`config.mk`:
```
export PLATFORM = sky130hd
export DESIGN_NAME = spmv_elem_fetch
export DESIGN_NICKNAME = d
export VERILOG_FILES = /design/src/hw/spmv_cmd_pkg.sv /design/src/hw/spmv_mem_pkg.sv /design/src/hw/spmv_elem_fetch.sv
export VERILOG_INCLUDE_DIRS = /design/src /design/src/hw
export SDC_FILE = /design/constraint.sdc
export NUM_CORES = 1
export LEC_CHECK = 0
export ABC_AREA = 1
export BUFFER_PORTS_ARGS = -buffer_cell sky130_fd_sc_hd__buf_2
export CAP_MARGIN = 0
export CORE_MARGIN = 2
export CORE_UTILIZATION = 45
export CTS_CLUSTER_DIAMETER = 80
export DETAILED_ROUTE_END_ITERATION = 8
export PLACE_DENSITY = 0.9
export SETUP_SLACK_MARGIN = 0.1
export SLEW_MARGIN = 30
export SYNTH_ARGS = -nofsm -noshare
export SYNTH_HDL_FRONTEND = slang
export SYNTH_SLANG_ARGS = --single-unit
```
`constraint.sdc`:
```
create_clock -name clk -period 2.85 [get_ports clk]
set_input_delay 0.4275 -clock clk [delete_from_list [all_inputs] [get_ports clk]]
set_output_delay 0.4275 -clock clk [all_outputs]
set_load 0.01 [all_outputs]
```
`src/hw/spmv_settings.svh`:
```
`ifndef SPMV_SETTINGS_SVH
`define SPMV_SETTINGS_SVH

// Element width, one per memory word
`define SPMV_DATA_W     32
// Memory and core word
`define SPMV_MEM_W      64
// Word address
`define SPMV_PADDR_W    40

// Max rows and vector length
`define SPMV_MAX_DIM    64
`define SPMV_DIM_W      6
`define SPMV_NNZ_W      12

// Memory port tag and in-flight limit
`define SPMV_TRANSID_W  6
`define SPMV_MAX_OUT    4

`endif

```
`src/hw/spmv_cmd_pkg.sv`:
```
`include "spmv_settings.svh"

package spmv_cmd_pkg;

    // Low two bits of cmd_opcode
    typedef enum logic [1:0] {
        INIT_SPMV   = 2'd0,  // Matrix base pointer
        LD_SPM_DATA = 2'd1,  // nnz and row count
        LD_VEC_DATA = 2'd2,  // Vector pointer and length
        GET_RESULT  = 2'd3   // Stream y back
    } spmv_opcode_e;

    typedef enum logic [2:0] {
        IDLE,
        SPMV_INIT,      // Collecting the two load commands
        VEC_PREFETCH,   // Vector and row lengths into local stores
        SPMV_COMPUTE,   // Element stream through the MAC
        SPMV_FINISHED   // Results held, waiting for GET_RESULT
    } spmv_state_e;

    typedef logic [`SPMV_DIM_W:0]   dim_t;   // One extra bit so 64 fits
    typedef logic [`SPMV_NNZ_W-1:0] nnz_t;
    typedef logic [`SPMV_DATA_W-1:0] elem_t;

endpackage

```
`src/hw/spmv_mem_pkg.sv`:
```
`include "spmv_settings.svh"

package spmv_mem_pkg;

    typedef logic [`SPMV_PADDR_W-1:0] paddr_t;
    typedef logic [`SPMV_MEM_W-1:0]   mem_word_t;

    // Upper two transid bits, responses come back in order
    typedef enum logic [1:0] {
        KIND_VEC,
        KIND_ROWLEN,
        KIND_VAL,
        KIND_COL
    } mem_kind_e;

endpackage

```
`src/hw/spmv_elem_fetch.sv`:
```
`timescale 1ns/1ps
`include "spmv_settings.svh"

module spmv_elem_fetch
    import spmv_cmd_pkg::*;
    import spmv_mem_pkg::*;
(
    input  logic      clk,
    input  logic      rst_n,
    input  logic      phase_init,
    input  logic      phase_compute,
    input  paddr_t    val_ptr,
    input  paddr_t    col_ptr,
    input  nnz_t      spm_nnz,
    output logic      req_val,
    input  logic      req_rdy,
    output paddr_t    req_addr,
    output mem_kind_e req_kind,
    input  logic      resp_seen
);

    localparam int               OUT_W   = $clog2(`SPMV_MAX_OUT + 1);
    localparam logic [OUT_W-1:0] MAX_OUT = OUT_W'(`SPMV_MAX_OUT);

    nnz_t             k;        // Element index
    logic             sel_col;  // Value sent, column next
    logic [OUT_W-1:0] out_cnt;
    logic             req_hsk, resp_dec;

    assign req_val  = phase_compute && k < spm_nnz && out_cnt < MAX_OUT;
    assign req_kind = sel_col ? KIND_COL : KIND_VAL;
    assign req_addr = (sel_col ? col_ptr : val_ptr) + paddr_t'(k);
    assign req_hsk  = req_val && req_rdy;
    assign resp_dec = phase_compute && resp_seen;  // Only element responses in this phase

    always_ff @(posedge clk) begin
        if (!rst_n || phase_init) begin
            k       <= '0;
            sel_col <= 1'b0;
            out_cnt <= '0;
        end else begin
            if (req_hsk) begin
                sel_col <= !sel_col;
                if (sel_col) k <= k + nnz_t'(1);  // Pair done
            end
            out_cnt <= out_cnt + OUT_W'(req_hsk) - OUT_W'(resp_dec);
        end
    end

endmodule

```
After elaboration in Yosys (flattened, before gate mapping)
Index checks and enable logic that the tools add are counted.

word-level totals
  bits in registers = 16
  output and inout port bits = 43
  word-level logic and storage cells = 19

operators by class
  add/subtract/negate cells = 4
  magnitude comparators = 2
  mux-type cells = 2
  reductions and logical operators = 8

operator list
  cell                   number
  $add 40x12->40         1
  $mux 40                1
  $add 12x1->12 const B  1
  $lt 12x12->1           1
  $logic_and 1x1->1      4
  $add 3x1->3            1
  $lt 3x3->1 const B     1
  $sub 3x1->3            1
  $logic_not 1->1        2
  $reduce_and 2->1       1
  $logic_or 1x1->1       1
  $mux 1                 1

Logic depth before layout (Yosys ltp)
  depth after elaboration = 6
  gate-level depth with buffers = 19

Worst setup path before layout
OpenSTA, ideal clock, no wires.

  path kind = register to output
  from = register sel_col
  to = output port req_addr[17]
  arrival = 2376 ps
  required time = 2423 ps
  path slack = 47 ps
  stages on the path, launching flop included = 16
  buffers on the path = 4
  cell sequence = dfxtp_1 > buf_6 > buf_8 > buf_8 > clkbuf_1 > nand2_1 > nand2_1 > ha_1 > nand2_1 > inv_1 > a21oi_1 > nor2_1 > nor2_1 > nand2_2 > nand2_1 > xor2_1

on the way
  word-level cells in the longest chain between the ends = 2

ends and longest elaborated chain
  what                      line                   RTL
  start: declaration        spmv_elem_fetch.sv:26  logic sel_col;
  start signal: assignment  spmv_elem_fetch.sv:43  sel_col <= !sel_col;
  $mux 40                   spmv_elem_fetch.sv:32  assign req_addr = (sel_col ? col_ptr : val_ptr) + paddr_t'(k);
  $add 40x12->40            spmv_elem_fetch.sv:32
  end: declaration          spmv_elem_fetch.sv:17  output paddr_t req_addr,

Every way passes these cells.

Worst setup path in the final report
Ends and elaborated chain as after synthesis.

==> results by group <==
Status
  – Status: finished, violations left
  – Failing checks: negative setup slack

Worst setup path
  – CP Cell Sequence: inv_6 > buf_8 > nand2_2 > nand2_2 > ha_4 > nand2_4 > inv_2 > a21oi_2 > nor2_1 > nor2_1 > nand2_2 > nand2_4 > xor2_2 > buf_2
  – Critical path endpoint category: output pin
  – Reg2reg end: out_cnt[2]
  – Worst Setup SP: sel_col
  – R2R setup slack: 0.19 ns
  – CP max-delay cell: dfxtp_4
  – CP most frequent cell: nand2_2
  – Worst Path Arrival: 2.58 ns
  – R2R depth: 17
  – Worst Path Buf+Inv: 4
  – CP Max Fanout: 8
  – WS Path Type: reg2out
  – Delay-heaviest family, CP: simple AND/OR/NAND/NOR gates
  – CP max stage delay: 0.40 ns
  – Startpoint Class: flop
  – Critical Path RT: 2.42 ns
  – Critical register-to-register path startpoint: k[7]

Layout
  – Post-layout util: 70.37%
  – Fraction of layout cells with a size suffix above 1: 41.52%
  – N_diodes: 0
  – Post-layout nets: 970
  – Fill cells: 571
  – Multi-input logic area: 3452 µm²
  – Synth-to-Final Area Change: 53.77%
  – Post-Layout Cell Count: 945
  – Register area: 337.8 µm²
  – Most common cell after layout, fill and taps aside: nand2_1
  – Most frequent cells in the layout: nand2_1 (243), buf_2 (137), nor2_1 (76)

Drt
  – Via count: 5,413
  – Via density: 5.728
  – Routed WL per cell: 16.54 µm
  – Antenna Nets Post-Route: 0
  – Iter 0 DRT Violations: 762
  – # DRC: 0
  – Post-Route WL: 15,630 µm
  – DR pass1 iterations: 6

GRT
  – Gr usage total: 27.30%
  – Largest net degree at the start of global routing: 24
  – Vias in the first global route: 4,463
  – First-pass GRT wire length: 19,200 µm
  – Antenna violations before repair: 0
  – Remaining global-route overflow: 0

Placement
  – IO buf count: 139
  – Placement Setup Slack: 0.06401 ns
  – Gpl congestion: 0.9363
  – Post-DP HPWL: 8678 µm
  – Placed Instances: 919

Synth
  – Seq cells post-synth: 16
  – Synth unique cells: 32
  – Synthesized instance count: 673
  – Mapped Nets: 799
  – Ys Warns: 0
  – Syn avg cell area: 5.200 µm²
  – Post-Syn Area: 3500 µm²
  – Seq/Total Area, Yosys: 9.153%

STA
  – Max Slew Vio Count: 0
  – Clk_skew: 0.001159 ns
  – Setup TNS: -0.6623 ns
  – Final Cycle Share: 105.5%
  – Setup ws final: -0.1566 ns
  – Hold_ws: 0.4648 ns
  – Unrepaired setup endpoints after global routing: yes
  – Hold Fails Final Rpt: 0
  – # setup viols final: 12
  – Fin crit period: 3.007 ns
  – Fmax: 332.6 MHz

Floorplanning
  – Die Width: 92.19 µm
  – Die Y: 92.19 µm
  – Initial Utilization: 45.76%
  – I/O pins: 141
  – Rows: 32
  – Core ar.: 7647 µm²
  – Die Footprint: 8498 µm²

Clock tree
  – Clk_lat worst skew: 0.26 ns
  – Clk buf depth: 2
  – CTS root buf: clkbuf_8
  – Htree depth: 1
  – CTS tree: done
  – Worst-path clk slew: 0.08 ns
  – Num CTS Buffers: 3
  – Clk sink count: 16

Worst hold path
  – Hold EP: out_cnt[2]
  – Hold Crit Class: reg2reg
  – Hold Path Stages: 1
  – Worst hold path startpoint: out_cnt[2]

Power
  – Power Dens Cells: 188.6 nW/µm²
  – Pleak: 0.002910 µW
  – Worst vdd ir: 0.1526 mV

Job
  – Max-capacitance violation count: 0
[synth_stat cells, drive strengths merged]
cell type  count  share of area [%]
nor2b          1               0.18
fa             2                1.1
xnor2          9                2.3
conb           1               0.11
nand3b         6                1.3
nand3         33                4.9
nor2         106                 13
clkbuf         2               0.21
dfxtp         16                9.2
nand4         18                3.2
a21oi         12                1.7
xor2          16                4.0
or2            1               0.18
inv           82                8.8
ha            26                9.3
mux2i          1               0.29
and2           1               0.18
o21ai          8                1.5
buf           11                2.9
nand2        321                 36
[cells by family (layout without fill, tap and decap cells)]
| kind of cell | Yosys count | after routing | synth area share [%] |
|---|---|---|---|
| AND/OR/NAND/NOR | 487 | 487 | 58.71 |
| buffers and inverters | 95 | 265 | 11.87 |
| adder cells (fa/ha/maj) | 28 | 28 | 10.44 |
| XOR/XNOR | 25 | 25 | 6.257 |
| AO/OA/AOI/OAI | 20 | 20 | 3.182 |
| flip-flops | 16 | 16 | 9.153 |
| other | 1 | 1 | 0.1072 |
| multiplexers | 1 | 1 | 0.2860 |
[cell type report]
class / count / share of cell area (%)
Clock buffer: 4 / 1.023
Inverter: 82 / 5.813
Multi-Input combinational cell: 562 / 64.15
Sequential cell: 16 / 6.278
Tap cell: 102 / 2.372
Timing Repair Buffer: 179 / 20.37
[per-layer routing]
| layer | vias to the layer above | wire length [µm] | GRT usage, % |
|---|---|---|---|
| li1 | 2398 | - | - |
| met1 | 2349 | 5177 | 31.14 |
| met2 | 495 | 7133 | 50.43 |
| met3 | 171 | 1815 | 4.191 |
| met4 | 0 | 1507 | 11.07 |
| met5 | - | 0 | 0 |
[worst max path at each step]
stage | endpoint | slack [ns] | cells past startpoint
floorplan | out_cnt[2] | 0.13 | 15
global placement | req_addr[30] | 0.17 | 14
detailed placement | out_cnt[2] | 0.06 | 16
CTS | req_addr[26] | 0.07 | 16
global route | req_addr[17] | -0.19 | 14
finish | req_addr[17] | -0.16 | 14
[power by group]
group          leakage [µW]  internal, µW  switching (µW)  total (µW)
clock             0.0000288           123            98.3         221
combinational       0.00275           232             334         566
sequential         0.000134           224            3.52         228
[per-stage QoR]
stage / power [µW] / instance area, µm²
after detailed placement: 646.0 / 4364
after CTS: 884.7 / 4730
after global placement: 640.5 / 4364
after floorplan: 486.2 / 3501
after global routing: 1059 / 5381
final: 1015 / 5381
[flip-flops by register name, summed over array words and instances, names as in the netlist]
signal,cells
out_cnt,3
k,12
sel_col,1
[what timing repair did]
| item | in CTS | in global routing |
|---|---|---|
| gates resized for setup | 44 | 142 |
| cloned | 2 | 0 |
| setup buffers | 2 | 18 |
| pin swaps | 9 | 34 |
| endpoints found under the hold margin | 0 | 0 |
| endpoints found under the setup margin | 33 | 36 |
| hold buffers | 0 | 0 |
No activity file was read; power rests on OpenSTA's default activity.
