File: src/hw/spmv_settings.svh
`ifndef SPMV_SETTINGS_SVH
`define SPMV_SETTINGS_SVH

// Element width, one per memory word
`define SPMV_DATA_W     32
// Memory and core word
`define SPMV_MEM_W      64
// Word address
`define SPMV_PADDR_W    40

// Max rows and vector length
`define SPMV_MAX_DIM    64
`define SPMV_DIM_W      6
`define SPMV_NNZ_W      12

// Memory port tag and in-flight limit
`define SPMV_TRANSID_W  6
`define SPMV_MAX_OUT    4

`endif

File: src/hw/spmv_mem_pkg.sv
`include "spmv_settings.svh"

package spmv_mem_pkg;

    typedef logic [`SPMV_PADDR_W-1:0] paddr_t;
    typedef logic [`SPMV_MEM_W-1:0]   mem_word_t;

    // Upper two transid bits, responses come back in order
    typedef enum logic [1:0] {
        KIND_VEC,
        KIND_ROWLEN,
        KIND_VAL,
        KIND_COL
    } mem_kind_e;

endpackage

File: src/hw/spmv_mem_port.sv
`timescale 1ns/1ps
`include "spmv_settings.svh"

module spmv_mem_port
    import spmv_mem_pkg::*;
(
    input  logic                       phase_prefetch,
    input  logic                       phase_compute,
    input  logic                       pf_req_val,
    output logic                       pf_req_rdy,
    input  paddr_t                     pf_req_addr,
    input  mem_kind_e                  pf_req_kind,
    input  logic                       ef_req_val,
    output logic                       ef_req_rdy,
    input  paddr_t                     ef_req_addr,
    input  mem_kind_e                  ef_req_kind,
    input  logic                       mem_req_rdy,
    output logic                       mem_req_val,
    output logic [`SPMV_TRANSID_W-1:0] mem_req_transid,
    output paddr_t                     mem_req_addr,
    input  logic                       mem_resp_val,
    input  logic [`SPMV_TRANSID_W-1:0] mem_resp_transid,
    input  mem_word_t                  mem_resp_data,
    output logic                       vec_resp_val,
    output logic                       rowlen_resp_val,
    output logic                       val_resp_val,
    output logic                       col_resp_val,
    output mem_word_t                  resp_data
);

    mem_kind_e req_kind, resp_kind;

    // Request side granted by phase
    always_comb begin
        mem_req_val  = 1'b0;
        pf_req_rdy   = 1'b0;
        ef_req_rdy   = 1'b0;
        mem_req_addr = pf_req_addr;
        req_kind     = pf_req_kind;
        if (phase_prefetch) begin
            mem_req_val = pf_req_val;
            pf_req_rdy  = mem_req_rdy;
        end else if (phase_compute) begin
            mem_req_val  = ef_req_val;
            ef_req_rdy   = mem_req_rdy;
            mem_req_addr = ef_req_addr;
            req_kind     = ef_req_kind;
        end
    end

    assign mem_req_transid = {req_kind, mem_req_addr[`SPMV_TRANSID_W-3:0]};  // Low bits tag only

    // Response routing by kind
    assign resp_kind       = mem_kind_e'(mem_resp_transid[`SPMV_TRANSID_W-1 -: 2]);
    assign vec_resp_val    = mem_resp_val && resp_kind == KIND_VEC;
    assign rowlen_resp_val = mem_resp_val && resp_kind == KIND_ROWLEN;
    assign val_resp_val    = mem_resp_val && resp_kind == KIND_VAL;
    assign col_resp_val    = mem_resp_val && resp_kind == KIND_COL;
    assign resp_data       = mem_resp_data;

endmodule

File: config.mk
export PLATFORM = sky130hd
export DESIGN_NAME = spmv_mem_port
export DESIGN_NICKNAME = d
export VERILOG_FILES = /design/src/hw/spmv_mem_pkg.sv /design/src/hw/spmv_mem_port.sv
export VERILOG_INCLUDE_DIRS = /design/src /design/src/hw
export SDC_FILE = /design/constraint.sdc
export NUM_CORES = 1
export LEC_CHECK = 0
export ABC_AREA = 1
export BUFFER_PORTS_ARGS = -buffer_cell sky130_fd_sc_hd__buf_2
export CORE_AREA = 3 3 107 109
export DETAILED_ROUTE_END_ITERATION = 8
export DIE_AREA = 0 0 110 112
export PLACE_DENSITY = 0.48
export SETUP_SLACK_MARGIN = 0.05
export SLEW_MARGIN = 15
export SYNTH_ARGS = -nofsm -noshare
export SYNTH_HDL_FRONTEND = slang
export SYNTH_SLANG_ARGS = --single-unit
File: constraint.sdc
create_clock -name vclk -period 1.1
set_clock_uncertainty 0.1 [all_clocks]
set_input_delay 0.165 -clock vclk [all_inputs]
set_output_delay 0.165 -clock vclk [all_outputs]
set_load 0.1 [all_outputs]
Yosys cells after proc, flatten, opt, wreduce, memory -nomap -nowiden
Cells that the tools add are included.
{ "totals": {"out_inout_bits": 117, "input_bits": 160, "regBits": 0, "wordCells": 17} }
{ "classes": {"n_reduce_logical": 5, "eq_ne": 3, "mux": 9} }
{ "ops": {"columns": ["operator", "n"], "rows": [
  ["$mux 40", 2],
  ["$mux 1", 5],
  ["$eq 2x2->1 const B", 2],
  ["$logic_and 1x1->1", 4],
  ["$mux 2", 2],
  ["$eq 2x1->1 const B", 1],
  ["$logic_not 2->1", 1]
]} }

Depth between registers and ports, before layout
{ "logic_depth": {"ltp_word": 2, "depth_mapped": 6, "mapped_depth_nobuf": 4} }

Worst setup path before layout
OpenSTA, ideal clock, no wires.
{ "synth_timing": {"path_kind": "input-to-output", "startpoint": "in mem_resp_transid[4]", "endpoint": "out val_resp_val", "n_path_buf": 0, "slack_ns": -1.428, "t_arrival_ns": 2.263, "path_stages": 1, "cell_sequence": "nor3_1"} }
{ "synth_between": {"elab_chain_len": 2} }
{ "synth_rtl": {"columns": ["item", "line", "rtl"], "rows": [
  ["from (decl)", "spmv_mem_port.sv:22", "input logic [`SPMV_TRANSID_W-1:0] mem_resp_transid,"],
  ["$eq 2x2->1", "spmv_mem_port.sv:57", "assign val_resp_val = mem_resp_val && resp_kind == KIND_VAL;"],
  ["$logic_and 1x1->1", "spmv_mem_port.sv:57", null],
  ["to (decl)", "spmv_mem_port.sv:26", "output logic val_resp_val,"]
]} }
Every way passes these cells.

Final worst setup path
{ "layout_timing": {"startpoint": "in phase_prefetch", "endpoint": "out mem_req_addr[36]"} }
{ "layout_between": {"elab_chain_len": 1} }
{ "layout_rtl": {"columns": ["item", "line", "rtl"], "rows": [
  ["from (decl)", "spmv_mem_port.sv:7", "input logic phase_prefetch,"],
  ["$mux 40", "spmv_mem_port.sv:40", "if (phase_prefetch) begin"],
  ["to (decl)", "spmv_mem_port.sv:20", "output paddr_t mem_req_addr,"]
]} }
Every way passes these cells.

==> results_tabular.tex <==
\begin{tabular}{lr}
\hline
Metric & Value \\
\hline
\multicolumn{2}{l}{\textbf{Detailed routing}} \\
Average routed wire per standard cell & 14.4 um \\
Detailed-route wire length & approximately 6500 um \\
First-pass iteration count of the detailed router & 2 \\
Detailed-route via count & about 1800 \\
DRC violation total after the first TritonRoute iteration & 31 \\
Post-route DRC & 0 \\
Via/cell ratio & 3.93 \\
Post-route antenna net violation count & 0 \\
\multicolumn{2}{l}{\textbf{Power and ir drop}} \\
Fraction of power spent switching nets & 0.617 \\
Areal power density over the cells & 725 nW/um2 \\
P\_leak & 1.76 nW \\
Share of power burned in combinational logic & 1.000 \\
Cell-internal power & between 0.001 and 0.0015 W \\
Clock Power Share & 0 \\
Switching power & approximately 0.0019 W \\
Sequential Power Share & 0 \\
Maximum VDD drop & 324 uV \\
\multicolumn{2}{l}{\textbf{Synthesis}} \\
Distinct cell type count after synthesis & 12 \\
Number of nets in the synthesized netlist & roughly 380 \\
Cell accounting for the most synthesized area & sky130\_fd\_sc\_hd\_\_buf\_4 \\
Number of cells produced by synthesis & 223 \\
Synth top area cells & sky130\_fd\_sc\_hd\_\_buf\_4 43\%, sky130\_fd\_sc\_hd\_\_nand2\_1 24\%, sky130\_fd\_sc\_hd\_\_nand3\_1 17\%, sky130\_fd\_sc\_hd\_\_nand2\_2 5.0\%, sky130\_fd\_sc\_hd\_\_buf\_6 2.7\% \\
Number of warnings issued by yosys & 0 \\
Adder-cell share of the synthesized area & 0 \\
Post-Syn Area per Cell & 5.58 um2 \\
Compound-gate portion of the synthesized area & 0 \\
Portion of synthesized cell area occupied by the leading cell type & 0.428 \\
Mux share of post-synthesis cell area & 0 \\
Sequential cell area fraction in the yosys report & 0 \\
Largest family of logic cells by synthesized area & buffers and inverters \\
Share of the synthesized netlist area taken by xor and xnor gates & 0 \\
Synth Area in Simple Gates & 0.494 \\
Summed instance area of the synthesized netlist & 1240 um2 \\
\multicolumn{2}{l}{\textbf{Global route}} \\
Congestion Overflow GR & 0 \\
Number of antenna violations at the first check in global routing & 0 \\
Wire length of the first global-routing pass & 10200 um \\
Vias in the first global route & just under 2000 \\
GRT Resource Usage Total & 0.102 \\
Largest net degree at the start of global routing & 19 \\
\multicolumn{2}{l}{\textbf{Final layout}} \\
Highest-count cells in the layout ignoring fill and taps & 89 x sky130\_fd\_sc\_hd\_\_buf\_2, 63 x sky130\_fd\_sc\_hd\_\_buf\_12, 57 x sky130\_fd\_sc\_hd\_\_nand2\_8 \\
Leading cell type in the layout, fill and taps excluded & sky130\_fd\_sc\_hd\_\_buf\_2 \\
Inserted Diodes & 0 \\
Number of clock buffers in the layout & 0 \\
Non-Filler Instances & around 450 \\
Final-layout fill cell count & 1015 \\
Fin area & 4330 um2 \\
Number of nets in the final layout & 474 \\
Sequential cell count of the final layout & 0 \\
Area used by sequential logic in the layout & 0 um2 \\
Share of cells above drive strength 1 & 0.994 \\
Area Growth Syn to Fin & 248\% \\
\multicolumn{2}{l}{\textbf{Die}} \\
Starting Density & 0.116 \\
Core Rows & 38 \\
Vertical die dimension & approximately 110 um \\
Area of the placeable core & 10700 um2 \\
Top-level port count & 277 \\
Die Footprint & 12300 um2 \\
Width of the die & 110 um \\
\multicolumn{2}{l}{\textbf{Timing}} \\
Worst relative slew slack & 0.865 \\
Final number of max-transition violations & 0 \\
Slew of the pin with the lowest slew margin & 203 ps \\
Min setup slack post-route & -142 ps \\
Max frequency & 805 MHz \\
Unrepaired setup endpoints after global routing & yes \\
Setup violation total in the final timing report & between 40 and 50 \\
Period utilisation layout & 1.13 \\
Crit path time final & 1240 ps \\
Fin. Hold Viols & 0 \\
\multicolumn{2}{l}{\textbf{Setup path}} \\
Maximum cell stage delay along the critical path & 160 ps \\
Highest fanout seen on the critical path & 8 \\
Crit path arrival time & approximately 1000 ps \\
Launching element of the worst setup path & phase\_prefetch \\
Cell-by-cell trace of the critical path & buf\_12, inv\_16, buf\_4, buf\_16, nand3\_4, nand2\_8, buf\_12 \\
Critical path type & primary input to output port \\
Critical Path Sink & mem\_req\_addr[36] \\
Required time reported for the critical path endpoint & a little over 800 ps \\
CP endpoint kind & output port \\
Cell with the largest stage delay on the worst path & sky130\_fd\_sc\_hd\_\_buf\_12 \\
Top cell by count, worst path & sky130\_fd\_sc\_hd\_\_buf\_12 \\
Startpoint type of the worst setup path & primary input \\
\multicolumn{2}{l}{\textbf{Place}} \\
Final GP Congestion & 0.654 \\
Cell area reported after detailed placement & 3620 um2 \\
Detailed placer's ending HPWL & 4920 um \\
Port-buffer cells & approximately 150 \\
Worst setup timing slack at the placement stage & -245 ps \\
Count of placed standard cells including taps & approximately 440 \\
\multicolumn{2}{l}{\textbf{Run status}} \\
Violated checks & setup timing \\
Result of the run & finished with violations \\
\multicolumn{2}{l}{\textbf{Min path}} \\
Min-delay worst type & primary input to output port \\
\multicolumn{2}{l}{\textbf{Run}} \\
Maximum Capacitance Violations & 0 \\
\multicolumn{2}{l}{\textbf{Clocking}} \\
Count of hold buffers inserted by post-cts repair & 0 \\
\hline
\end{tabular}
[cells in the mapped netlist (all sizes together)]
cell type   n
nor2        3
nand2      90
nand3      43
nor3        2
inv         4
buf        81
[layer usage]
metal  GRT usage  part of all wire
met2       0.182              0.53
met4      0.0266             0.030
met5           0                 0
met1       0.120              0.32
met3      0.0249              0.12
[power by group through the flow]
stage               clock network, W  registers [W]  logic [W]
floorplan                          0              0    0.00300
global placement                   0              0    0.00283
detailed placement                 0              0    0.00284
CTS                                0              0    0.00314
global route                       0              0    0.00325
finish                             0              0    0.00314
[worst max-delay path: cells and delay by family]
| family | cells | cell delay [ps] |
|---|---|---|
| buf+inv | 5 | 630 |
| simple gates | 2 | 160 |
[stage by stage]
step | util | TNS, ps | hold slack, ps | power [W]
6_report | 0.405 | -5110 | 230 | 0.00314
5_1_grt | 0.405 | -6920 | 230 | 0.00325
4_1_cts | 0.398 | -6040 | 231 | 0.00314
3_5_place_dp | 0.339 | -9720 | 231 | 0.00284
3_3_place_gp | 0.339 | -9620 | 231 | 0.00283
2_1_floorplan | - | -1580 | 326 | 0.00300
[cell families after synthesis]
family        count (synthesis)
simple gates                138
buf+inv                      85
[worst min path at each step]
stage,from,end,slack (ps),cells after the start
floorplan,phase_prefetch,ef_req_rdy,330,1
global placement,mem_resp_data[11],resp_data[11],230,0
detailed placement,mem_resp_data[11],resp_data[11],230,0
CTS,mem_resp_data[11],resp_data[11],230,0
global route,mem_resp_data[13],resp_data[13],230,0
finish,mem_resp_data[15],resp_data[15],230,0
[area by class of cell]
type / count / area (um2) / share of cell area
tap: 140 / 175 / 0.0405
timing repair buffer: 169 / 1950 / 0.449
inverter: 4 / 35.0 / 0.00809
multi-input combinational: 139 / 2170 / 0.502
[repair_timing]
| action | 4_1_cts | 5_1_grt |
|---|---|---|
| pin swaps | 8 | 4 |
| buffers inserted | 4 | 0 |
| gates cloned | 6 | 0 |
| endpoints found under the setup margin | 50 | 51 |
| gates resized for setup | 80 | 22 |
No activity file was read; power rests on OpenSTA's default activity.
