**src/hw/spmv_settings.svh**
```systemverilog
`ifndef SPMV_SETTINGS_SVH
`define SPMV_SETTINGS_SVH

// Element width, one per memory word
`define SPMV_DATA_W     32
// Memory and core word
`define SPMV_MEM_W      64
// Word address
`define SPMV_PADDR_W    40

// Max rows and vector length
`define SPMV_MAX_DIM    64
`define SPMV_DIM_W      6
`define SPMV_NNZ_W      12

// Memory port tag and in-flight limit
`define SPMV_TRANSID_W  6
`define SPMV_MAX_OUT    4

`endif

```
**src/hw/spmv_cmd_pkg.sv**
```systemverilog
`include "spmv_settings.svh"

package spmv_cmd_pkg;

    // Low two bits of cmd_opcode
    typedef enum logic [1:0] {
        INIT_SPMV   = 2'd0,  // Matrix base pointer
        LD_SPM_DATA = 2'd1,  // nnz and row count
        LD_VEC_DATA = 2'd2,  // Vector pointer and length
        GET_RESULT  = 2'd3   // Stream y back
    } spmv_opcode_e;

    typedef enum logic [2:0] {
        IDLE,
        SPMV_INIT,      // Collecting the two load commands
        VEC_PREFETCH,   // Vector and row lengths into local stores
        SPMV_COMPUTE,   // Element stream through the MAC
        SPMV_FINISHED   // Results held, waiting for GET_RESULT
    } spmv_state_e;

    typedef logic [`SPMV_DIM_W:0]   dim_t;   // One extra bit so 64 fits
    typedef logic [`SPMV_NNZ_W-1:0] nnz_t;
    typedef logic [`SPMV_DATA_W-1:0] elem_t;

endpackage

```
**src/hw/spmv_mem_pkg.sv**
```systemverilog
`include "spmv_settings.svh"

package spmv_mem_pkg;

    typedef logic [`SPMV_PADDR_W-1:0] paddr_t;
    typedef logic [`SPMV_MEM_W-1:0]   mem_word_t;

    // Upper two transid bits, responses come back in order
    typedef enum logic [1:0] {
        KIND_VEC,
        KIND_ROWLEN,
        KIND_VAL,
        KIND_COL
    } mem_kind_e;

endpackage

```
**src/hw/spmv_result_buf.sv**
```systemverilog
`timescale 1ns/1ps
`include "spmv_settings.svh"

module spmv_result_buf
    import spmv_cmd_pkg::*;
    import spmv_mem_pkg::*;
(
    input  logic                   clk,
    input  logic                   rst_n,
    input  logic                   phase_init,
    input  logic                   row_wr_val,
    input  logic [`SPMV_DIM_W-1:0] row_wr_idx,
    input  elem_t                  row_wr_data,
    input  logic                   readout_start,
    input  dim_t                   spm_nr,
    output logic                   resp_val,
    input  logic                   resp_rdy,
    output mem_word_t              resp_data,
    output logic                   readout_active,
    output logic                   readout_done
);

    elem_t out_mem [`SPMV_MAX_DIM];  // y
    dim_t  rd_idx;
    logic  resp_hsk, last;

    assign resp_val     = readout_active;
    assign resp_data    = mem_word_t'(out_mem[rd_idx[`SPMV_DIM_W-1:0]]);  // Zero-extended
    assign resp_hsk     = resp_val && resp_rdy;
    assign last         = rd_idx == spm_nr - dim_t'(1);
    assign readout_done = resp_hsk && last;

    always_ff @(posedge clk) begin
        if (row_wr_val) out_mem[row_wr_idx] <= row_wr_data;
    end

    always_ff @(posedge clk) begin
        if (!rst_n || phase_init) begin
            readout_active <= 1'b0;
            rd_idx         <= '0;
        end else if (readout_start) begin
            readout_active <= 1'b1;
            rd_idx         <= '0;
        end else if (resp_hsk) begin
            rd_idx <= rd_idx + dim_t'(1);  // Index moves only on handshake
            if (last) readout_active <= 1'b0;
        end
    end

endmodule

```
**config.mk**
```make
export PLATFORM = sky130hd
export DESIGN_NAME = spmv_result_buf
export DESIGN_NICKNAME = d
export VERILOG_FILES = /design/src/hw/spmv_cmd_pkg.sv /design/src/hw/spmv_mem_pkg.sv /design/src/hw/spmv_result_buf.sv
export VERILOG_INCLUDE_DIRS = /design/src /design/src/hw
export SDC_FILE = /design/constraint.sdc
export NUM_CORES = 2
export LEC_CHECK = 0
export BUFFER_PORTS_ARGS = -buffer_cell sky130_fd_sc_hd__buf_4
export CORE_MARGIN = 3
export CORE_UTILIZATION = 55
export DETAILED_ROUTE_END_ITERATION = 10
export PLACE_DENSITY = 0.67
export SLEW_MARGIN = 20
export SYNTH_ARGS = -nofsm -noshare
export SYNTH_HDL_FRONTEND = slang
export SYNTH_SLANG_ARGS = --single-unit
```
**constraint.sdc**
```tcl
create_clock -name clk -period 9.7 [get_ports clk]
set_input_delay 0.97 -clock clk [delete_from_list [all_inputs] [get_ports clk]]
set_output_delay 0.97 -clock clk [all_outputs]
set_load 0.02 [all_outputs]
```
Yosys cells after proc, flatten, opt, wreduce, memory -nomap -nowiden
Memories as Yosys holds them, arrays and structs flattened. A register that Yosys moved wholly into a read port is not among the register bits.
Index checks and enable logic that the tools add are counted.
{"block": "word_totals", "reg_bits": 8, "latch_bits": 0, "ramBits": 2048, "rom_bits": 0, "input_bits": 51, "output_inout_bits": 67, "memories": 1}
{"name": "out_mem", "depth": 64, "width": 32, "rd": 1, "rd_ports_with_merged_regs": 1, "wr": 1, "line": "spmv_result_buf.sv:23", "source": "elem_t out_mem [`SPMV_MAX_DIM];"}
{"block": "op_classes", "n_addsub": 2, "mul": 0, "n_div": 0, "n_lt_le_gt_ge": 0, "eq_ne": 1, "shift": 0, "n_mux": 7, "n_bitwise": 0, "n_reduce_logical": 8}
{"operator": "6-bit 2-to-1 mux", "n": 2}
{"operator": "7-bit by 1-bit adder with 7-bit output, second input constant", "n": 1}
{"operator": "7-bit equality test", "n": 1}
{"operator": "7-bit by 1-bit subtractor with 7-bit output, second input constant", "n": 1}
{"operator": "1-bit 2-to-1 mux", "n": 5}
{"operator": "2-bit nonzero test", "n": 2}
{"operator": "1-bit logical AND", "n": 2}
{"operator": "2-bit AND reduction", "n": 1}
{"operator": "2-bit OR reduction", "n": 1}
{"operator": "1-bit logical NOT", "n": 1}
{"operator": "1-bit logical OR", "n": 1}

Logic depth before layout (Yosys ltp)
{"block": "logic_depth", "word_depth": 5, "ltp_mapped": 10, "ltp_nobuf": 7}

Worst setup path after synthesis
OpenSTA, ideal clock, no wires.
{"block": "synth_path", "path_type": "input -> register", "start": "input port row_wr_idx[5]", "end": "memory out_mem[48][0] (netlist bit), enable pin", "arrival_time_ns": 3.846, "required_time_ns": 9.239, "setup_slack_ns": 5.393, "cell_stages": 4, "path_buffers": 1, "path_cell_list": "clkbuf_1 > nand3_1 > or3_1 > nor3_1"}
{"item": "from (decl)", "line": "spmv_result_buf.sv:12", "source": "input logic [`SPMV_DIM_W-1:0] row_wr_idx,"}
{"item": "to (decl)", "line": "spmv_result_buf.sv:23"}
Straight into the memory's write port.

==> metrics.md <==
| Metric | Value |
|---|---|
| Synth Flop Type | `edfxtp_1` |
| Switching fraction of total power | `19.9%` |
| Worst-Skew Late Latency | `0.82 ns` |
| Share of layout cells above drive strength 1 | `28.4%` |
| Vias | `approximately 38,000` |
| Dpl hpwl | `105,000 um` |
| Worst path max stage delay | `1.02 ns` |
| Row count | `between 100 and 150` |
| Hold buffer count at cts | `0` |
| Starting Density | `55.5%` |
| Pwr Total | `17.5 mW` |
| RSZ-0062 raised after global routing | `false` |
| Vias in the first global route | `37,800` |
| Per-cell routed wire length | `34.8 um` |
| Post-CTS Setup Inserts | `0` |
| Final hold violation count | `0` |
| GP Congestion | `~0.81` |
| PostCTS Resize Cnt | `0` |
| Comb pwr share | `under 10%` |
| Worst setup EP type | `primary output` |
| Ys Warns | `0` |
| CP Buf/Inv Count | `3` |
| Core Region | `approximately 140,000 um2` |
| Layout area overhead | `12.0%` |
| IO Pins | `118` |
| Critical path's top delay family | `buffers and inverters` |
| Maximum VDD drop | `0.137 mV` |
| Clk_skew | `about 0.016 ns` |
| Cell total after placement | `5,333` |
| Max Fanout on Critical Path | `116` |
| Final worst path period need | `6.36 ns` |
| CTS Sinks | `2,062` |
| Yosys reg bits | `2,062` |
| Vias per cell | `around 6.6` |
| Status | `finished, final reports clean` |
| Number of DRC markers in iteration 0 | `5,773` |
| Post-Syn Area | `78,800 um2` |
| Post-synthesis instance total | `3,438` |
| Required time worst endpoint | `8.73 ns` |
| Most frequent CP cell | `buf_4` |
| GR Overflow Total | `0` |
| Leak Pwr | `roughly 26 nW` |
| Slowest cell on crit path | `buf_4` |
| Post-route DRC | `0` |
| Die Y | `385 um` |
| Final worst path period share | `around two thirds` |
| Fin. max-slew vios | `0` |
| PD cells | `about 200 nW/um2` |
| Most area-hungry cell type in the Yosys netlist | `edfxtp_1` |
| Critical Path AT | `approximately 5.4 ns` |
| Internal power | `roughly 14 mW` |
| Yosys cell types | `50` |
| H-tree Lvls | `4` |
| Crit start category | `flop` |
| # Max-Cap Violations | `0` |
| Initial antenna violation count | `11` |
| Hold_ws | `~0.43 ns` |
| Number of flops mapped to enable cells by yosys | `2,048` |
| Fin cells | `5,702` |
| Port Buf Inserts | `85` |
| First-pass GRT wire length | `282,000 um` |
| Clock network power share | `42.0%` |
| Seq pwr share | `a little under three fifths` |
| Die span in x | `approximately 380 um` |
| Layout net count | `between 3,000 and 4,000` |
| Root Driver | `clkbuf_16` |
| Seq/Total Area, Yosys | `78.4%` |
| Hold crit path type | `in -> reg` |
| TNS Setup | `0 ns` |
| Mean Syn Cell Area | `22.9 um2` |
| CP Cell Sequence | `buf_12 -> buf_4 -> mux4_2 -> mux2i_1 -> a221oi_1 -> o22a_1 -> buf_4` |
| Final setup vio count | `0` |
| Num CTS Buffers | `196` |
| WL final | `198,000 um` |
| Sw Pwr | `~3.5 mW` |
| Clock Pin Slew Worst Setup and Hold Paths | `0.06 ns` |
| GRT Total Usage | `roughly 27%` |
| TritonCTS clock tree | `yes` |
| DRT antenna net count | `0` |
| Slew margin rel. | `between 3 and 4%` |
| Async set-reset flop share out of synthesis | `0%` |
| Maximum clock frequency | `about 160 MHz` |
| DIE AREA | `148,000 um2` |
| Slew @ Worst Pin | `1.43 ns` |
| Largest net degree at the start of global routing | `approximately 120` |
| TritonRoute pass-1 iters | `5` |
| Crit path kind | `reg -> out` |
| Max Buffers Root-to-Sink | `3` |
| Fin util | `62.2%` |
| Synth top area share | `78.0%` |
| Largest cells by area after synthesis | `edfxtp_1, mux4_2, mux2i_1` |
cells by family (layout without fill, tap and decap cells):
family	Yosys count	count (layout)	share of synthesized area (%)
AO/OA/AOI/OAI	270	270	2.31
AND/OR/NAND/NOR	247	247	1.49
flip-flops	2062	2062	78.4
multiplexers	618	618	15.9
other	1	41	0.00476
XOR/XNOR	13	13	0.144
buffers and inverters	225	559	1.72
adder cells (fa/ha/maj)	2	2	0.0317
cell type report:
cell class	instances	area (um2)
inverter	2	7.51
clock buffer	226	5040
tap	1890	2360
sequential	2062	61800
multi-input combinational	1182	16300
clock inverter	134	1160
antenna	9	22.5
fill	9484	53700
timing repair buffer	197	1540
cell usage after synthesis, types with 2 or more instances:
library cell and count:
ha_1 2, clkbuf_1 57, o21ai_0 29, nor4_1 25
nand2b_1 14, nor2_1 111, mux2i_1 92, a221oi_1 5
or3b_2 3, o22a_1 15, buf_2 64, and2_1 5
nand3b_1 6, nor3_1 15, dfxtp_1 14, a21oi_1 29
edfxtp_1 2048, a31oi_1 4, inv_1 2, nor2b_1 10
a211o_1 5, o221ai_1 15, buf_4 79, nand2_1 34
o22ai_1 121, nand4_1 3, buf_6 18, a211oi_1 4
o211ai_1 11, a22oi_1 8, xor2_1 7, nand3_1 8
or2_2 4, buf_1 5, xnor2_1 6, a221o_1 6
mux4_2 506, o311a_1 4, or3_1 6, mux2_2 20
a2bb2oi_1 9
power by group through the flow:
| stage | Clock, mW | Combinational [mW] | Sequential [mW] |
|---|---|---|---|
| finish | 7.36 | 0.306 | 9.87 |
| global route | 7.83 | 0.323 | 9.87 |
| detailed placement | 0 | 0.305 | 10.1 |
| global placement | 0 | 0.285 | 10.1 |
| CTS | 7.46 | 0.305 | 9.87 |
| floorplan | 0 | 0.100 | 10.1 |
metrics by stage:
| step | setup slack (ns) | instance area [um2] |
|---|---|---|
| floorplan | 5.39 | 78900 |
| CTS | 3.33 | 88200 |
| finish | 3.34 | 88300 |
| global route | 3.09 | 88200 |
| detailed placement | 4.24 | 82000 |
| global placement | 4.31 | 82000 |
state kept, by name, summed over array words and instances, names as in the netlist, named ones only:
name,flops
out_mem,2048
rd_idx,7
readout_active,1
cell usage in the layout, fill, tap and decap left out, drive strengths merged, types with 6 or more instances in the layout:
| cell | n |
|---|---|
| edfxtp | 2048 |
| mux4 | 506 |
| clkbuf | 226 |
| buf | 197 |
| o22ai | 121 |
| nor2 | 111 |
| clkinv | 105 |
| mux2i | 92 |
| nand2 | 34 |
| conb | 32 |
| a21oi | 29 |
| o21ai | 29 |
| nor4 | 25 |
| mux2 | 20 |
| o221ai | 15 |
| o22a | 15 |
| bufinv | 15 |
| nor3 | 15 |
| nand2b | 14 |
| dfxtp | 14 |
| o211ai | 11 |
| inv | 11 |
| nor2b | 10 |
| diode | 9 |
| a2bb2oi | 9 |
| a22oi | 8 |
| nand3 | 8 |
| xor2 | 7 |
| or3 | 6 |
| nand3b | 6 |
| a221o | 6 |
| xnor2 | 6 |
metal layers:
metal,wire length (um),track usage [%],up-vias
met4,5260,7.70,6
li1,-,-,15000
met1,77900,39.7,20400
met2,94100,41.7,2152
met5,41,0,-
met3,21000,6.96,281
worst min-delay path: cells and delay by family:
kind,cells,cell delay [ns]
compound gates,1,0.12
buf+inv,1,0.08
simple gates,1,0.05
final timing paths:
check / to / depth (start not counted) / from / slack, ns
worst max-delay path: resp_data[19] / 7 / flop / 3.34
worst max register to register: readout_active / 5 / rd_idx[3] / 7.87
worst min register to register: rd_idx[6] / 2 / rd_idx[6] / 0.51
worst min-delay path: readout_active / 3 / phase_init / 0.43
Power figures use the tool's default switching activity.
