$ cat config.mk
export PLATFORM = sky130hd
export DESIGN_NAME = spmv_prefetch
export DESIGN_NICKNAME = d
export VERILOG_FILES = /design/src/hw/spmv_cmd_pkg.sv /design/src/hw/spmv_mem_pkg.sv /design/src/hw/spmv_prefetch.sv
export VERILOG_INCLUDE_DIRS = /design/src /design/src/hw
export SDC_FILE = /design/constraint.sdc
export NUM_CORES = 2
export LEC_CHECK = 0
export BUFFER_PORTS_ARGS = -buffer_cell sky130_fd_sc_hd__buf_2
export CAP_MARGIN = 20
export CELL_PAD_IN_SITES_DETAIL_PLACEMENT = 1
export CELL_PAD_IN_SITES_GLOBAL_PLACEMENT = 1
export CORE_ASPECT_RATIO = 1.25
export CORE_MARGIN = 2
export CORE_UTILIZATION = 50
export DETAILED_ROUTE_END_ITERATION = 7
export PLACE_DENSITY_LB_ADDON = 0.1
export SETUP_SLACK_MARGIN = 0.2
export SKIP_LAST_GASP = 1
export SYNTH_ARGS = -nofsm -noshare
export SYNTH_HDL_FRONTEND = slang
export SYNTH_SLANG_ARGS = --single-unit
$ cat constraint.sdc
create_clock -name clk -period 7.3 [get_ports clk]
set_clock_uncertainty 0.05 [all_clocks]
set_input_delay 1.46 -clock clk [delete_from_list [all_inputs] [get_ports clk]]
set_output_delay 1.46 -clock clk [all_outputs]
set_load 0.005 [all_outputs]
$ cat src/hw/spmv_settings.svh
`ifndef SPMV_SETTINGS_SVH
`define SPMV_SETTINGS_SVH

// Element width, one per memory word
`define SPMV_DATA_W     32
// Memory and core word
`define SPMV_MEM_W      64
// Word address
`define SPMV_PADDR_W    40

// Max rows and vector length
`define SPMV_MAX_DIM    64
`define SPMV_DIM_W      6
`define SPMV_NNZ_W      12

// Memory port tag and in-flight limit
`define SPMV_TRANSID_W  6
`define SPMV_MAX_OUT    4

`endif

$ cat src/hw/spmv_cmd_pkg.sv
`include "spmv_settings.svh"

package spmv_cmd_pkg;

    // Low two bits of cmd_opcode
    typedef enum logic [1:0] {
        INIT_SPMV   = 2'd0,  // Matrix base pointer
        LD_SPM_DATA = 2'd1,  // nnz and row count
        LD_VEC_DATA = 2'd2,  // Vector pointer and length
        GET_RESULT  = 2'd3   // Stream y back
    } spmv_opcode_e;

    typedef enum logic [2:0] {
        IDLE,
        SPMV_INIT,      // Collecting the two load commands
        VEC_PREFETCH,   // Vector and row lengths into local stores
        SPMV_COMPUTE,   // Element stream through the MAC
        SPMV_FINISHED   // Results held, waiting for GET_RESULT
    } spmv_state_e;

    typedef logic [`SPMV_DIM_W:0]   dim_t;   // One extra bit so 64 fits
    typedef logic [`SPMV_NNZ_W-1:0] nnz_t;
    typedef logic [`SPMV_DATA_W-1:0] elem_t;

endpackage

$ cat src/hw/spmv_mem_pkg.sv
`include "spmv_settings.svh"

package spmv_mem_pkg;

    typedef logic [`SPMV_PADDR_W-1:0] paddr_t;
    typedef logic [`SPMV_MEM_W-1:0]   mem_word_t;

    // Upper two transid bits, responses come back in order
    typedef enum logic [1:0] {
        KIND_VEC,
        KIND_ROWLEN,
        KIND_VAL,
        KIND_COL
    } mem_kind_e;

endpackage

$ cat src/hw/spmv_prefetch.sv
`timescale 1ns/1ps
`include "spmv_settings.svh"

module spmv_prefetch
    import spmv_cmd_pkg::*;
    import spmv_mem_pkg::*;
(
    input  logic                   clk,
    input  logic                   rst_n,
    input  logic                   phase_init,
    input  logic                   phase_prefetch,
    input  paddr_t                 vec_ptr,
    input  dim_t                   vec_len,
    input  paddr_t                 rowlen_ptr,
    input  dim_t                   spm_nr,
    output logic                   req_val,
    input  logic                   req_rdy,
    output paddr_t                 req_addr,
    output mem_kind_e              req_kind,
    input  logic                   vec_resp_val,
    input  logic                   rowlen_resp_val,
    input  mem_word_t              resp_data,
    output logic                   prefetch_done,
    input  logic [`SPMV_DIM_W-1:0] vec_rd_idx,
    output elem_t                  vec_rd_data,
    input  logic [`SPMV_DIM_W-1:0] row_rd_idx,
    output dim_t                   row_rd_len
);

    localparam int               OUT_W   = $clog2(`SPMV_MAX_OUT + 1);
    localparam logic [OUT_W-1:0] MAX_OUT = OUT_W'(`SPMV_MAX_OUT);

    dim_t             vec_issued, row_issued;  // Requests sent
    dim_t             vec_got, row_got;        // Responses stored
    logic [OUT_W-1:0] out_cnt;
    logic             vec_left, row_left, req_hsk, resp_any;
    elem_t            vec_mem [`SPMV_MAX_DIM];
    dim_t             row_mem [`SPMV_MAX_DIM];

    // Whole vector first, then the row lengths
    assign vec_left = vec_issued < vec_len;
    assign row_left = row_issued < spm_nr;
    assign req_val  = phase_prefetch && (vec_left || row_left) && out_cnt < MAX_OUT;
    assign req_kind = vec_left ? KIND_VEC : KIND_ROWLEN;
    assign req_addr = vec_left ? vec_ptr + paddr_t'(vec_issued)
                               : rowlen_ptr + paddr_t'(row_issued);
    assign req_hsk  = req_val && req_rdy;
    assign resp_any = vec_resp_val || rowlen_resp_val;

    assign prefetch_done = phase_prefetch && vec_got == vec_len && row_got == spm_nr;

    // Read ports for the MAC
    assign vec_rd_data = vec_mem[vec_rd_idx];
    assign row_rd_len  = row_mem[row_rd_idx];

    always_ff @(posedge clk) begin
        if (!rst_n || phase_init) begin
            vec_issued <= '0;
            row_issued <= '0;
            vec_got    <= '0;
            row_got    <= '0;
            out_cnt    <= '0;
        end else begin
            if (req_hsk && vec_left) vec_issued <= vec_issued + dim_t'(1);
            if (req_hsk && !vec_left) row_issued <= row_issued + dim_t'(1);
            if (vec_resp_val) vec_got <= vec_got + dim_t'(1);
            if (rowlen_resp_val) row_got <= row_got + dim_t'(1);
            out_cnt <= out_cnt + OUT_W'(req_hsk) - OUT_W'(resp_any);
        end
    end

    // Stores fill in request order
    always_ff @(posedge clk) begin
        if (vec_resp_val) vec_mem[vec_got[`SPMV_DIM_W-1:0]] <= resp_data[`SPMV_DATA_W-1:0];
        if (rowlen_resp_val) row_mem[row_got[`SPMV_DIM_W-1:0]] <= resp_data[`SPMV_DIM_W:0];
    end

endmodule

After elaboration in Yosys (flattened, before gate mapping) --
Memories as Yosys holds them, arrays and structs flattened. Cells that the tools add are included.
Word-level totals: register bits after elaboration 31, bits in writable memories 2496, bits of input ports 177, output and inout bits 83, logic and storage cells 38, memories 2
Operators by class: add/subtract/negate cells 8, $lt $le $gt $ge 3, equality and inequality tests 2, mux-type cells 6, reduce and logical (&&, ||, !) cells 12
Memories:
- vec_mem | depth 64, width 32, rd ports 1, clocked after Yosys merged registers in 0, write ports 1, RTL line spmv_prefetch.sv:37 | elem_t vec_mem [`SPMV_MAX_DIM];
- row_mem | depth 64, width 7, rd ports 1, clocked after Yosys merged registers in 0, write ports 1, RTL line spmv_prefetch.sv:38 | dim_t row_mem [`SPMV_MAX_DIM];
Operator list (count):
- $add A40 B7 Y40 | 2
- $mux W40 | 1
- $add A7 B1 Y7 const B | 4
- $eq A7 B7 Y1 | 2
- $lt A7 B7 Y1 | 2
- $logic_and A1 B1 Y1 | 7
- $mux W1 | 5
- $add A3 B1 Y3 | 1
- $logic_or A1 B1 Y1 | 3
- $lt A3 B3 Y1 const B | 1
- $sub A3 B1 Y3 | 1
- $logic_not A1 Y1 | 2

Depth between registers and ports, before layout --
depth in word-level cells 7, depth in mapped cells 15

Least setup slack after synthesis --
OpenSTA, ideal clock, no wires.
path type input to register, start input vec_resp_val, end memory vec_mem[7][0] in the netlist's numbering (enable), setup time 502 ps, arrival 5105 ps, path slack 1643 ps, stages 3, path buffers 1, path through buf_1 -> nand4_1 -> nor4_1
Between the ends: cells in the longest elaborated chain, start to end 2
Ends and longest elaborated chain:
- from (decl) | RTL line spmv_prefetch.sv:20 | input logic vec_resp_val,
- $mux W1 (2 in series) | RTL line spmv_prefetch.sv:74 | if (vec_resp_val) vec_mem[vec_got[`SPMV_DIM_W-1:0]] <= resp_data[`SPMV_DATA_W-1:0];
- to (decl) | RTL line spmv_prefetch.sv:37
No other way between the ends.

Final worst setup path --
start input vec_rd_idx[0], end output vec_rd_data[11]
Between the ends: cells in the longest elaborated chain, start to end 1
Ends and longest elaborated chain:
- from (decl) | RTL line spmv_prefetch.sv:24 | input logic [`SPMV_DIM_W-1:0] vec_rd_idx,
- $mem_v2 Z64 W32
- to (decl) | RTL line spmv_prefetch.sv:25 | output elem_t vec_rd_data,
No other way between the ends.

==> impl_metrics.json <==
{
  "worst-path-buf-inv": 3,
  "wirelength_mm": 268,
  "ioPinCount": 260,
  "core_sq_um": 199000,
  "cpMaxStageDelayCell": "o22ai_1",
  "nets": 5302,
  "crit_required_ns": 5.79,
  "clock_latency_ns": 0.88,
  "syn_to_final_growth_pct": 13.3,
  "gp_congestion": 0.796,
  "syn_area_sq_um": 100000,
  "power.leakage_nw": 35.8,
  "wire_per_inst_um": 34.0,
  "yosys-top-cells-area": "edfxtp_1 75%, mux4_2 15%, mux2i_1 1.2%",
  "sw_frac_of_total": 0.215,
  "crit-reg2reg-capture": "out_cnt[2]",
  "clock.fmax_ghz": 0.161,
  "rsz0062_at_grt": "false",
  "ir_worst_vdd_mv": 0.225,
  "ys_warn_count": 0,
  "min_period_ns": 6.20,
  "syn-num-nets": 4893,
  "worst_slew_pin_slew_ns": 1.13,
  "rr_worst_depth": 14,
  "p_sw_mw": 6.37,
  "p_int_mw": 23.2,
  "min_from": "vec_got[6]",
  "cts-root-buf": "clkbuf_16",
  "maxCapViolations": 0,
  "clockPowerShare": 0.407,
  "vias": 49800,
  "synth_top_family_by_area": "multiplexers",
  "hold_viol_final": 0,
  "grt_pass1_wl_mm": 384,
  "ant_nets": 0,
  "dp_cells": 7422,
  "synthSimpleGateAreaFrac": 0.0286,
  "cts_setup_buffers": 0,
  "drt_pre_antenna_iters": 5,
  "max_stage_delay_ns": 0.67,
  "slew_headroom": 0.244,
  "syn_area_per_cell_sq_um": 21.4,
  "reg2reg_from": "vec_issued[2]",
  "hold_buffers": 0,
  "synth-edff-count": 2496,
  "die_h_um": 504,
  "place_area_sq_um": 105000,
  "hold_path.class": "flop to flop",
  "path_class": "input port to output pin",
  "layout_worst_path_cycle_share": 0.850,
  "ctsHtreeMaxLevel": 4,
  "tns_ns": 0,
  "setup_viol": 0,
  "ys_types": 70,
  "mostFrequentLayoutCells": "2,496 x edfxtp_1, 673 x mux4_2, 238 x clkbuf_16",
  "path_delay_family": "multiplexers",
  "grt_max_degree": 113,
  "ctsResizeCount": 0,
  "crit_arrival_ns": 4.69,
  "synth_xor_area_frac": 0.00885,
  "vias_per_cell": 6.31,
  "fp.dieW_um": 404,
  "dp_hpwl_mm": 152,
  "grt_pass1_vias": 52200,
  "yosysSeqAreaShare": 0.756,
  "worst_setup_path_end_kind": "output pin",
  "synth-seq-cells": 2527,
  "port_buffers": 226,
  "fin_cells": 7894,
  "drive_above_1_share": 0.289,
  "cp_max_fo": 46,
  "clock-sinks": 2527,
  "drt-initial-drc-count": 5109,
  "synth_mux_area_frac": 0.168,
  "synth_flop_cell": "edfxtp_1",
  "finalMaxSlewViolations": 0,
  "dieArea_sq_um": 204000,
  "rows": 183,
  "crit_top_cell": "mux4_2",
  "grt_overflow_total": 0,
  "numCtsBuffers": 236,
  "holdWs_ns": 0.493,
  "final_util": 0.570,
  "start_util": 0.503,
  "hold_end": "vec_got[6]",
  "final_common_cell": "edfxtp_1",
  "track_usage": 0.265,
  "seq_power_share": 0.540,
  "synth-compound-area-share": 0.0212,
  "synth_cells": 4682,
  "start_kind": "input port",
  "cts_tree": "yes",
  "crit_chain": "buf_8 > buf_4 > mux4_2 > mux4_2 > o22ai_1 > nor2_1 > buf_2",
  "cts_buffer_depth": 3,
  "clkTransAtPathRegs_ns": 0.06,
  "outcome": "complete, no violations",
  "fillers": 16800,
  "postLayoutCellArea_sq_um": 113000,
  "synthArstFlopShare": 0,
  "drc": 0,
  "synth_top_cell_area_share": 0.749,
  "r2r_slack_ns": 3.68,
  "pwr-share-comb": 0.054,
  "synth_fa_ha_area_frac": 0.00448,
  "yosys.area.top_type": "edfxtp_1",
  "antenna_found_initial": 25,
  "p_per_area_nw_per_um2": 261,
  "whs_path_depth": 2
}
worst register-to-register path: stages (launching register included):
cell     delay [ns]
dfxtp_1        0.38
ha_1           0.32
a21o_1         0.11
a31oi_1        0.04
o21ai_1        0.35
a21oi_4        0.11
inv_2          0.64
a21oi_1        0.26
xnor2_1        0.23
ha_1           0.16
inv_1          0.05
fa_1           0.39
xor2_1         0.20
xnor2_1        0.14
nor2_1         0.07
routing by layer:
metal / track usage / share of wire / vias up
met5: 0 / 0.00021 / -
met4: 0.0681 / 0.024 / 8
met3: 0.0402 / 0.066 / 398
met2: 0.437 / 0.50 / 1767
met1: 0.374 / 0.41 / 27200
li1: - / - / 20400
worst max-delay path by stage:
stage | start | endpoint | slack (ns) | cells after the start
final | vec_rd_idx[0] | vec_rd_data[11] | 1.10 | 7
after global routing | vec_rd_idx[0] | vec_rd_data[3] | 0.97 | 11
after CTS | vec_rd_idx[0] | vec_rd_data[11] | 1.07 | 7
after detailed placement | vec_rd_idx[0] | vec_rd_data[11] | 1.08 | 7
after global placement | vec_rd_idx[0] | vec_rd_data[11] | 1.09 | 7
after floorplan | vec_resp_val | vec_mem[7][0] | 1.64 | 3
power by group through the flow:
stage               sequential (mW)  combinational (mW)  clock, mW
floorplan                      16.3               0.827          0
global placement               16.3                1.54          0
detailed placement             16.3                1.57          0
CTS                            16.0                1.57       12.2
global route                   16.0                1.69       12.7
finish                         16.0                1.58       12.0
flip-flops by register name, summed over array words and instances (netlist names):
| name | count |
|---|---|
| vec_issued | 7 |
| row_got | 7 |
| row_issued | 7 |
| vec_mem | 2048 |
| out_cnt | 3 |
| row_mem | 448 |
| vec_got | 7 |
cell usage after synthesis (42+ instances only):
cell      number
o22ai_1       50
edfxtp_1    2496
a21oi_1       70
nand2_1      119
mux2i_1      119
mux4_2       673
nor2b_1       42
clkbuf_1     118
nand3_1       71
buf_2         67
xor2_1        60
nor2_1       181
kinds of logic after synthesis:
logic type | Yosys count
DFF | 2527
muxes | 818
and+or+nand+nor | 592
AOI/OAI and AO/OA | 324
buffers and inverters | 285
xor gates and xnor gates | 101
adders and majority gates | 34
other | 1
metrics by stage:
step | setup WS [ns] | power [mW]
after global placement | 1.09 | 17.8
after CTS | 1.07 | 29.8
after detailed placement | 1.08 | 17.9
after floorplan | 1.64 | 17.1
after global routing | 0.969 | 30.4
final | 1.10 | 29.6
area by class of cell:
class                           count  area [sq um]  share of cell area
Clock buffer                      294          6180              0.0545
Clock inverter                    146          1350              0.0119
Multi-Input combinational cell   1870         23600               0.208
Inverter                           30           113            0.000994
Antenna cell                       11          27.5            0.000243
Sequential cell                  2527         75600               0.667
Tap cell                         2590          3240              0.0286
Timing Repair Buffer              426          3210              0.0284
Power figures use the tool's default switching activity.
